==> src/hdl/pkt_pkg.sv <==
`default_nettype none

package pkt_pkg;

  // one buffered input word
  // nbytes counts valid bytes from the low end, 1 to 8
  typedef struct packed {
    logic [63:0] data;
    logic [3:0]  nbytes;
    logic        last;
  } pkt_word_t;

  // record pushed once per completed packet
  typedef struct packed {
    logic [15:0] byte_len;
    logic [15:0] word_cnt;
  } pkt_len_t;

  // header word placed in front of each packet
  // reserved is sent as zero
  typedef struct packed {
    logic [15:0] byte_len;
    logic [15:0] word_cnt;
    logic [15:0] seq;
    logic [15:0] reserved;
  } pkt_hdr_t;

  // egress payload read as raw data or as a header
  // is_hdr in pkt_out_t selects the view
  typedef union packed {
    logic [63:0] raw;
    pkt_hdr_t    hdr;
  } pkt_body_u;

  // one egress word
  typedef struct packed {
    logic      is_hdr;
    pkt_body_u body;
    logic [3:0] nbytes;
    logic      last;
  } pkt_out_t;

  // record widths that size the two FIFO instances
  localparam int PKT_WORD_W = $bits(pkt_word_t);
  localparam int PKT_LEN_W  = $bits(pkt_len_t);

endpackage

`default_nettype wire

==> src/hdl/srl_fifo_d.sv <==
`timescale 1ns/1ps
`default_nettype none

module srl_fifo_d #(
  parameter int width   = 64,
  parameter int l2depth = 5
) (
  input  wire               CLK,
  input  wire               arst_n,
  input  wire               clr,
  input  wire               enq,
  input  wire               deq,
  output logic              full_n,
  output logic              empty_n,
  input  wire [width-1:0]   d_in,
  output logic [width-1:0]  d_out
);

  localparam int depth = 2 ** l2depth;

  // shift register storage with the newest word in entry 0
  logic [width-1:0]   srl_q [depth];
  // one-word output stage behind the shift register
  logic [width-1:0]   dreg_q;
  // number of words held in the shift register
  logic [l2depth-1:0] pos_q;
  logic               sempty_q;
  logic               sfull_q;
  logic               dempty_q;
  // move head of shift register into the output stage
  logic               sdx;
  logic [l2depth-1:0] head_idx;

  // the oldest word sits just below pos
  assign head_idx = pos_q - 1'b1;

  // refill when output stage is empty, or is being popped in this cycle
  assign sdx = !sempty_q && (dempty_q || deq);

  // every enq pushes all entries one place up
  always_ff @(posedge CLK) begin
    if (enq) begin
      srl_q[0] <= d_in;
      for (int i = 1; i < depth; i++) begin
        srl_q[i] <= srl_q[i-1];
      end
    end
  end

  // output stage payload
  always_ff @(posedge CLK) begin
    if (sdx) begin
      dreg_q <= srl_q[head_idx];
    end
  end

  always_ff @(posedge CLK or negedge arst_n) begin
    if (!arst_n) begin
      pos_q    <= '0;
      sempty_q <= 1'b1;
      sfull_q  <= 1'b0;
      dempty_q <= 1'b1;
    end else if (clr) begin
      pos_q    <= '0;
      sempty_q <= 1'b1;
      sfull_q  <= 1'b0;
      dempty_q <= 1'b1;
    end else begin
      // enq and sdx together leave the count unchanged
      if (enq && !sdx) begin
        pos_q <= pos_q + 1'b1;
      end else if (!enq && sdx) begin
        pos_q <= pos_q - 1'b1;
      end
      // flags are computed from the next count
      sempty_q <= (pos_q == 0 && !enq) || (pos_q == 1 && sdx && !enq);
      sfull_q  <= (pos_q == depth - 1 && !sdx) ||
                  (pos_q == depth - 2 && enq && !sdx);
      // output stage goes empty only on a pop with nothing behind it
      if (sdx) begin
        dempty_q <= 1'b0;
      end else if (deq) begin
        dempty_q <= 1'b1;
      end
    end
  end

  assign full_n  = !sfull_q;
  assign empty_n = !dempty_q;
  assign d_out   = dreg_q;

  // writer and reader must honour the level flags
  a_enq_not_full: assert property (
    @(posedge CLK) disable iff (!arst_n) enq |-> full_n
  ) else $error("srl_fifo_d: enq while full");

  a_deq_not_empty: assert property (
    @(posedge CLK) disable iff (!arst_n) deq |-> empty_n
  ) else $error("srl_fifo_d: deq while empty");

endmodule

`default_nettype wire

==> src/hdl/pkt_ingress.sv <==
`timescale 1ns/1ps
`default_nettype none

module pkt_ingress (
  input  wire                CLK,
  input  wire                arst_n,
  input  wire                clr,
  // upstream word stream
  input  wire                in_enq,
  input  wire pkt_pkg::pkt_word_t in_word,
  output logic               in_full_n,
  // space in the two FIFOs
  input  wire                data_full_n,
  input  wire                len_full_n,
  // toward data FIFO
  output logic               data_enq,
  output pkt_pkg::pkt_word_t data_word,
  // toward length FIFO
  output logic               len_enq,
  output pkt_pkg::pkt_len_t  len_rec
);

  // running totals of the packet in progress
  logic [15:0] byte_sum_q;
  logic [15:0] word_cnt_q;
  // totals including the word on the input now
  logic [15:0] byte_sum_nxt;
  logic [15:0] word_cnt_nxt;

  assign byte_sum_nxt = byte_sum_q + 16'(in_word.nbytes);
  assign word_cnt_nxt = word_cnt_q + 16'd1;

  // accept only while both FIFOs have room
  // the length FIFO can fill first on a run of short packets
  assign in_full_n = data_full_n & len_full_n;

  // every accepted word goes to the data FIFO unchanged
  assign data_enq  = in_enq;
  assign data_word = in_word;

  // last word closes the packet, record goes out in the same cycle
  assign len_enq          = in_enq & in_word.last;
  assign len_rec.byte_len = byte_sum_nxt;
  assign len_rec.word_cnt = word_cnt_nxt;

  always_ff @(posedge CLK or negedge arst_n) begin
    if (!arst_n) begin
      byte_sum_q <= '0;
      word_cnt_q <= '0;
    end else if (clr) begin
      // partial packet is dropped
      byte_sum_q <= '0;
      word_cnt_q <= '0;
    end else if (in_enq) begin
      if (in_word.last) begin
        byte_sum_q <= '0;
        word_cnt_q <= '0;
      end else begin
        byte_sum_q <= byte_sum_nxt;
        word_cnt_q <= word_cnt_nxt;
      end
    end
  end

  // a zero or oversize byte count would corrupt the header length
  a_nbytes_range: assert property (
    @(posedge CLK) disable iff (!arst_n)
      in_enq |-> (in_word.nbytes inside {[4'd1:4'd8]})
  ) else $error("pkt_ingress: nbytes %0d out of range", in_word.nbytes);

endmodule

`default_nettype wire

==> src/hdl/pkt_egress.sv <==
`timescale 1ns/1ps
`default_nettype none

module pkt_egress (
  input  wire                CLK,
  input  wire                arst_n,
  input  wire                clr,
  // length FIFO read side
  input  wire                len_empty_n,
  input  wire pkt_pkg::pkt_len_t len_rec_out,
  output logic               len_deq,
  // data FIFO read side
  input  wire                data_empty_n,
  input  wire pkt_pkg::pkt_word_t data_word_out,
  output logic               data_deq,
  // downstream sink
  output logic               out_empty_n,
  output pkt_pkg::pkt_out_t  out_word,
  input  wire                out_deq
);

  // idle waits for a length record
  // hdr holds the header while the first data word is still to come
  // body moves the remaining data words
  typedef enum logic [1:0] {
    ST_IDLE,
    ST_HDR,
    ST_BODY
  } state_t;

  state_t             state_q;
  state_t             state_d;
  logic               out_valid_q;
  pkt_pkg::pkt_out_t  out_q;
  pkt_pkg::pkt_out_t  out_d;
  pkt_pkg::pkt_hdr_t  hdr;
  // packet sequence number for the next header
  logic [15:0]        seq_q;
  logic               can_load;
  logic               hdr_ld;
  logic               body_ld;

  // output register is free, or its word leaves this cycle
  assign can_load = !out_valid_q || out_deq;

  assign hdr_ld  = (state_q == ST_IDLE) && len_empty_n && can_load;
  // all words of the packet are already queued once its record is visible
  assign body_ld = (state_q != ST_IDLE) && can_load;

  assign len_deq  = hdr_ld;
  assign data_deq = body_ld;

  always_comb begin
    hdr.byte_len = len_rec_out.byte_len;
    hdr.word_cnt = len_rec_out.word_cnt;
    hdr.seq      = seq_q;
    hdr.reserved = '0;
  end

  always_comb begin
    out_d   = out_q;
    state_d = state_q;
    if (hdr_ld) begin
      out_d.is_hdr   = 1'b1;
      out_d.body.hdr = hdr;
      out_d.nbytes   = 4'd8;
      out_d.last     = 1'b0;
      state_d        = ST_HDR;
    end else if (body_ld) begin
      out_d.is_hdr   = 1'b0;
      out_d.body.raw = data_word_out.data;
      out_d.nbytes   = data_word_out.nbytes;
      out_d.last     = data_word_out.last;
      // one-word packets go straight from hdr back to idle
      state_d        = data_word_out.last ? ST_IDLE : ST_BODY;
    end
  end

  // output payload register
  always_ff @(posedge CLK) begin
    if (hdr_ld || body_ld) begin
      out_q <= out_d;
    end
  end

  always_ff @(posedge CLK or negedge arst_n) begin
    if (!arst_n) begin
      state_q     <= ST_IDLE;
      out_valid_q <= 1'b0;
      seq_q       <= '0;
    end else if (clr) begin
      // seq restarts with the next packet
      state_q     <= ST_IDLE;
      out_valid_q <= 1'b0;
      seq_q       <= '0;
    end else begin
      state_q <= state_d;
      if (hdr_ld || body_ld) begin
        out_valid_q <= 1'b1;
      end else if (out_deq) begin
        out_valid_q <= 1'b0;
      end
      if (hdr_ld) begin
        seq_q <= seq_q + 16'd1;
      end
    end
  end

  assign out_empty_n = out_valid_q;
  assign out_word    = out_q;

  // a stalled sink sees the same word on the next cycle
  a_out_hold: assert property (
    @(posedge CLK) disable iff (!arst_n || clr)
      (out_empty_n && !out_deq) |=> (out_empty_n && $stable(out_word))
  ) else $error("pkt_egress: out_word changed under stall");

  // ingress queues the data before the record, so data must be there
  a_body_data: assert property (
    @(posedge CLK) disable iff (!arst_n || clr)
      body_ld |-> data_empty_n
  ) else $error("pkt_egress: body load with data FIFO empty");

endmodule

`default_nettype wire

==> src/hdl/pkt_len_prepend.sv <==
`timescale 1ns/1ps
`default_nettype none

module pkt_len_prepend #(
  parameter int data_l2depth = 5,
  parameter int len_l2depth  = 3
) (
  input  wire                CLK,
  input  wire                arst_n,
  input  wire                clr,
  input  wire                in_enq,
  input  wire pkt_pkg::pkt_word_t in_word,
  output logic               in_full_n,
  output logic               out_empty_n,
  input  wire                out_deq,
  output pkt_pkg::pkt_out_t  out_word
);

  // ingress side of the FIFO pair
  logic               data_enq;
  logic               data_full_n;
  pkt_pkg::pkt_word_t data_word;
  logic               len_enq;
  logic               len_full_n;
  pkt_pkg::pkt_len_t  len_rec;
  // egress side of the FIFO pair
  logic               data_deq;
  logic               data_empty_n;
  pkt_pkg::pkt_word_t data_word_out;
  logic               len_deq;
  logic               len_empty_n;
  pkt_pkg::pkt_len_t  len_rec_out;

  pkt_ingress u_ingress (
    .CLK         (CLK),
    .arst_n      (arst_n),
    .clr         (clr),
    .in_enq      (in_enq),
    .in_word     (in_word),
    .in_full_n   (in_full_n),
    .data_full_n (data_full_n),
    .len_full_n  (len_full_n),
    .data_enq    (data_enq),
    .data_word   (data_word),
    .len_enq     (len_enq),
    .len_rec     (len_rec)
  );

  // whole packets wait here until egress reaches them
  srl_fifo_d #(
    .width   (pkt_pkg::PKT_WORD_W),
    .l2depth (data_l2depth)
  ) u_data_fifo (
    .CLK     (CLK),
    .arst_n  (arst_n),
    .clr     (clr),
    .enq     (data_enq),
    .deq     (data_deq),
    .full_n  (data_full_n),
    .empty_n (data_empty_n),
    .d_in    (data_word),
    .d_out   (data_word_out)
  );

  // one record per completed packet
  srl_fifo_d #(
    .width   (pkt_pkg::PKT_LEN_W),
    .l2depth (len_l2depth)
  ) u_len_fifo (
    .CLK     (CLK),
    .arst_n  (arst_n),
    .clr     (clr),
    .enq     (len_enq),
    .deq     (len_deq),
    .full_n  (len_full_n),
    .empty_n (len_empty_n),
    .d_in    (len_rec),
    .d_out   (len_rec_out)
  );

  pkt_egress u_egress (
    .CLK           (CLK),
    .arst_n        (arst_n),
    .clr           (clr),
    .len_empty_n   (len_empty_n),
    .len_rec_out   (len_rec_out),
    .len_deq       (len_deq),
    .data_empty_n  (data_empty_n),
    .data_word_out (data_word_out),
    .data_deq      (data_deq),
    .out_empty_n   (out_empty_n),
    .out_word      (out_word),
    .out_deq       (out_deq)
  );

endmodule

`default_nettype wire

==> config.mk <==
export PLATFORM = sky130hd
export DESIGN_NAME = pkt_len_prepend
export DESIGN_NICKNAME = d
export VERILOG_FILES = /design/src/hdl/pkt_pkg.sv /design/src/hdl/srl_fifo_d.sv /design/src/hdl/pkt_ingress.sv /design/src/hdl/pkt_egress.sv /design/src/hdl/pkt_len_prepend.sv
export SDC_FILE = /design/constraint.sdc
export NUM_CORES = 2
export LEC_CHECK = 0
export BUFFER_PORTS_ARGS = -buffer_cell sky130_fd_sc_hd__buf_2
export CAP_MARGIN = 10
export CORE_ASPECT_RATIO = 1.2
export CORE_UTILIZATION = 58
export CTS_CLUSTER_SIZE = 10
export DETAILED_ROUTE_END_ITERATION = 10
export GPL_ROUTABILITY_DRIVEN = 0
export HOLD_SLACK_MARGIN = 0.15
export PLACE_DENSITY_LB_ADDON = 0.08
export SYNTH_ARGS = -nofsm -noshare
export SYNTH_HDL_FRONTEND = slang
export SYNTH_HIERARCHICAL = 1
export SYNTH_SLANG_ARGS = --single-unit
==> constraint.sdc <==
create_clock -name CLK -period 4.95 [get_ports CLK]
set_input_delay 0 -clock CLK [delete_from_list [all_inputs] [get_ports CLK]]
set_output_delay 0 -clock CLK [all_outputs]
set_load 0.05 [all_outputs]
Word-level counts from Yosys, hierarchy flattened --
Memory sizes are Yosys's and may differ from the RTL's. A register that Yosys moved wholly into a read port is not among the register bits. Index checks and enable logic that the tools add are counted. W data, S select, Z words.
Storage, ports and cells: flip-flop bits (word level) 135, latch bits 0, memory bits (writable) 2464, memory bits (read-only) 0, input port bits 74, memories 2
Cells by class: $add $sub $neg 7, multiply operators 0, divide/modulo/power cells 0, magnitude comparators 0, eq/ne operators 6, shifts and indexed selects 0, mux-type cells 37, bitwise gates (word level) 2, reductions and logical operators 53
Memory list:
- u_data_fifo.srl_q | depth 32, bits a word 69, read ports 32, clocked after Yosys merged registers in 1, wr ports 32, RTL line srl_fifo_d.sv:22 | logic [width-1:0] srl_q [depth];
- u_len_fifo.srl_q | depth 8, bits a word 32, read ports 8, clocked after Yosys merged registers in 1, wr ports 8, RTL line srl_fifo_d.sv:22
Operators by type and width (count):
- $mux W16 | 8
- $mux W70 | 1
- $mux W69 | 1
- $add A16 B1 Y16 const B | 2
- $logic_and A1 B1 Y1 | 21
- $reduce_bool A3 Y1 | 6
- $mux W1 | 17
- $add A16 B4 Y16 | 1
- $mux W5 | 3
- $eq A5 B5 Y1 const B | 2
- $logic_not A1 Y1 | 10
- $mux W3 | 3
- $logic_or A1 B1 Y1 | 8
- $mux W2 | 4
- $reduce_bool A2 Y1 | 4
- $eq A3 B3 Y1 const B | 2
- $add A5 B1 Y5 const B | 1
- $eq A5 B1 Y1 const B | 1
- $logic_not A5 Y1 | 1
- $sub A5 B1 Y5 const B | 1
- $add A3 B1 Y3 const B | 1
- $eq A3 B1 Y1 const B | 1
- $logic_not A3 Y1 | 1
- $sub A3 B1 Y3 const B | 1
- 3 further kinds | 4

Logic depth before layout (Yosys ltp) --
depth in word-level cells 9, gate-level depth with buffers 13, depth with buffers taken out 7

By module --
The synthesis kept the hierarchy.
By module, submodules not included:
- srl_fifo_d (u_data_fifo) | times used 1, cells each 3705, area an instance 87527.7 um2
- srl_fifo_d (u_len_fifo) | times used 1, cells each 440, area an instance 11061.9 um2
- pkt_egress | times used 1, cells each 325, area an instance 3779.9 um2
- pkt_ingress | times used 1, cells each 305, area an instance 2718.9 um2

Worst setup path before layout --
Ideal clock, no wire load.
path kind input to register, start input in_enq, end register u_data_fifo.pos_q[1], library setup time 0.137 ns, arrival 15.025 ns, required time 4.813 ns, slack -10.212 ns, stages 5, buffers on the path 2, path through buf_4 clkbuf_1 nand2_1 a211oi_1 a311oi_1
On the way: word-level cells in the longest chain between the ends 3
Ends and longest elaborated chain:
- start, declared | RTL line pkt_len_prepend.sv:11 | input wire in_enq,
- $logic_and A1 B1 Y1 or $logic_not A1 Y1 (tied branches) | RTL line srl_fifo_d.sv:70, srl_fifo_d.sv:72
- $mux W5 or $logic_and A1 B1 Y1 (tied branches) | RTL line srl_fifo_d.sv:70, srl_fifo_d.sv:72
- $mux W5 or $reduce_bool A3 Y1 (tied branches)
- end signal, assigned | RTL line srl_fifo_d.sv:71 | pos_q <= pos_q + 1'b1;
- end signal, assigned | RTL line srl_fifo_d.sv:73 | pos_q <= pos_q - 1'b1;
- end, declared | RTL line srl_fifo_d.sv:26 | logic [l2depth-1:0] pos_q;
Several ways; a longest one is shown, not always the timed one. A chain may end at the register's enable or synchronous reset.

Final worst setup path --
start register u_data_fifo.pos_q[0], end register u_data_fifo.dreg_q[29], in the netlist u_data_fifo/d_out[29], read port of u_data_fifo.srl_q (data pin)
On the way: word-level cells in the longest chain between the ends 1
Ends and longest elaborated chain:
- $sub A5 B1 Y5 | RTL line srl_fifo_d.sv:35 | assign head_idx = pos_q - 1'b1;
- end, declared | RTL line srl_fifo_d.sv:24 | logic [width-1:0] dreg_q;
Every way passes these cells.

==> qor.txt <==
outcome - completed
clock tree sinks - 2700
post-layout min period - 3770 ps
DR iter-0 viols - 4856
largest net degree at the start of global routing - 195
vias in the first global route - 49883
total gr overflow - 0
final setup vio count - 0
Site Rows - 170
Worst path max stage delay - 810 ps
P&R area growth vs syn - 12.5%
Crit path required time - 5590 ps
initial antenna violation count - 10
syn_nets - 4866
DIE HEIGHT - 468 µm
Routed WL - 202000 µm
I/O pin count - 146
DR WL/cell - 26.5 µm
yosys warns - 6
Total GRT Usage - 0.225
Vias/cell - 6.31
CP Launch Type - flip-flop
P per Cell Area - 581 nW/µm²
RSZ-0062 raised after global routing - no
Avg Cell Area, Syn - 22.0 µm²
Highest Signal Layer - met5
Crit. End Element - flip-flop
Initial Utilization - 0.586
first-pass GRT wire length - 311000 µm
fill cell count - 11492
total die area - 183000 µm²
placed cell areas - 108000 µm²
design area - 118000 µm²
Remaining DRCs - 0
Placeable Area - 179000 µm²
DR vias - 48159
Slowest-stage cell, CP - dfrtp_4
Placed Instances - 7097
CTS buffer count - 320
worst-skew pair later-pin latency - 920 ps
Fin Hold WS - 210 ps
Mapped Area - 105000 µm²
headroom to the max-slew limit - 0.264
cts hold-fix bufs - 147
H-tree levels - 5
routed wl met2 - 91700 µm
DR pass1 iterations - 5
Reg area - 80800 µm²
fin crit share - 0.761
Peak VDD IR - 513 µV
# Max-Cap Violations - 0
Die W - 391 µm
WP buf/inv - 3
WL met1 - 92800 µm
Final Hold Viols - 0
HPWL Detailed - 115000 µm
Post-CTS Resized - 0
Crit Path Max Fanout - 40
TritonCTS clock tree - yes
crit-path leading delay family - buffers and inverters
Slew @ Worst Pin - 1100 ps
Final nets - 5250
crit-path cells - inv_1, ha_4, buf_12, buf_4, mux4_2, nand2_1, and3_1, a2111oi_1
fin cells - 7632
clock slew at reported path FFs - 50 ps
Clock Skews - 42.4 ps
Leak - 0.0394 µW
postcts setup bufs - 0
crit path DAT - 4400 ps
routed wl met3 - 13500 µm
I/O Buffers - 145
Post-Syn Instances - 4774
Worst Hold Class - primary input to flip-flop
Bufs on Longest Clock Path - 4
CTS Root Cell - clkbuf_16
multi-input logic area - 22400 µm²
ANT nets after route - 0
fmax - 266 MHz
Final Max Tran Viols - 0
layout cell share with drive strength beyond 1 - 0.278
CP Class - flip-flop to flip-flop
==> placed cells by master, fill, tap and decap left out, drive strengths merged, types with 17 or more instances in the layout <==
cell type       n
edfxtp       2635
mux4          616
clkbuf        379
buf           252
mux2          175
a21oi         174
nand2         156
dlygate4sd3   147
and2           89
mux2i          70
a2111oi        65
a221oi         63
dfrtp          61
o21ai          32
xnor2          28
nand3          26
inv            24
nor2           21
o31ai          17
ha             17
==> stage by stage <==
stage               worst slack, ps  TNS (ps)  utilization  total power, µW
floorplan                     -1150  -1734460            -            43500
global placement               1110         0        0.604            49100
detailed placement             1100         0        0.604            49300
CTS                            1100         0        0.659            69600
global route                    910         0        0.659            71600
finish                         1180         0        0.659            68700
==> power breakdown <==
part / switching, µW / internal (µW) / total, µW
logic: 10600 / 9020 / 19600
clock network: 8210 / 11700 / 20000
registers: 1310 / 27800 / 29100
total: 20100 / 48600 / 68700
==> state kept, by name (all words and copies together), names as in the netlist, 2 cells and up <==
signal and count:
u_len_fifo/d_out 32, u_ingress/byte_sum_q 16, u_data_fifo/srl_q 2208, u_len_fifo/pos_q 3, u_egress/out_word 70, u_data_fifo/d_out 69, u_ingress/word_cnt_q 16, u_egress/seq_q 16
u_len_fifo/srl_q 256, u_data_fifo/pos_q 5, u_egress/state_q 2
==> area by class of cell <==
class / count / area share
inverter: 20 / 0.000656
tap: 2408 / 0.0255
timing repair buffer: 399 / 0.0293
clock buffer: 379 / 0.0710
clock inverter: 6 / 0.000466
multi-input combinational: 1717 / 0.190
antenna: 3 / 0.0000635
sequential: 2700 / 0.683
==> routing by layer <==
metal	up-vias	GRT usage
li1	20622	-
met1	25691	0.357
met2	1539	0.324
met3	301	0.0461
met4	6	0.0592
met5	-	0
==> final timing paths <==
kind	from	to	slack (ps)	depth (start not counted)
worst max-delay path	u_data_fifo/pos_q[0]$_DFFE_PN0P_	u_data_fifo/d_out[29]$_DFFE_PP_	1180	8
worst min-delay path	in_enq	u_data_fifo/srl_q[0][41]$_DFFE_PP_	210	2
worst max register to register	u_data_fifo/pos_q[0]$_DFFE_PN0P_	u_data_fifo/d_out[29]$_DFFE_PP_	1180	8
worst min register to register	u_data_fifo/srl_q[23][67]$_DFFE_PP_	u_data_fifo/srl_q[24][67]$_DFFE_PP_	420	0
max in group asynchronous	arst_n	u_data_fifo/pos_q[0]$_DFFE_PN0P_	2920	5
min in group asynchronous	arst_n	u_ingress/word_cnt_q[14]$_DFFE_PN0P_	720	4
==> worst reg2reg max path: stages (launching register included) <==
cell and delay [ps]:
dfrtp_4 810, inv_1 220, ha_4 720, buf_12 360, buf_4 420, mux4_2 250
nand2_1 50, and3_1 230, a2111oi_1 440
(Power assumes the default switching activity.)
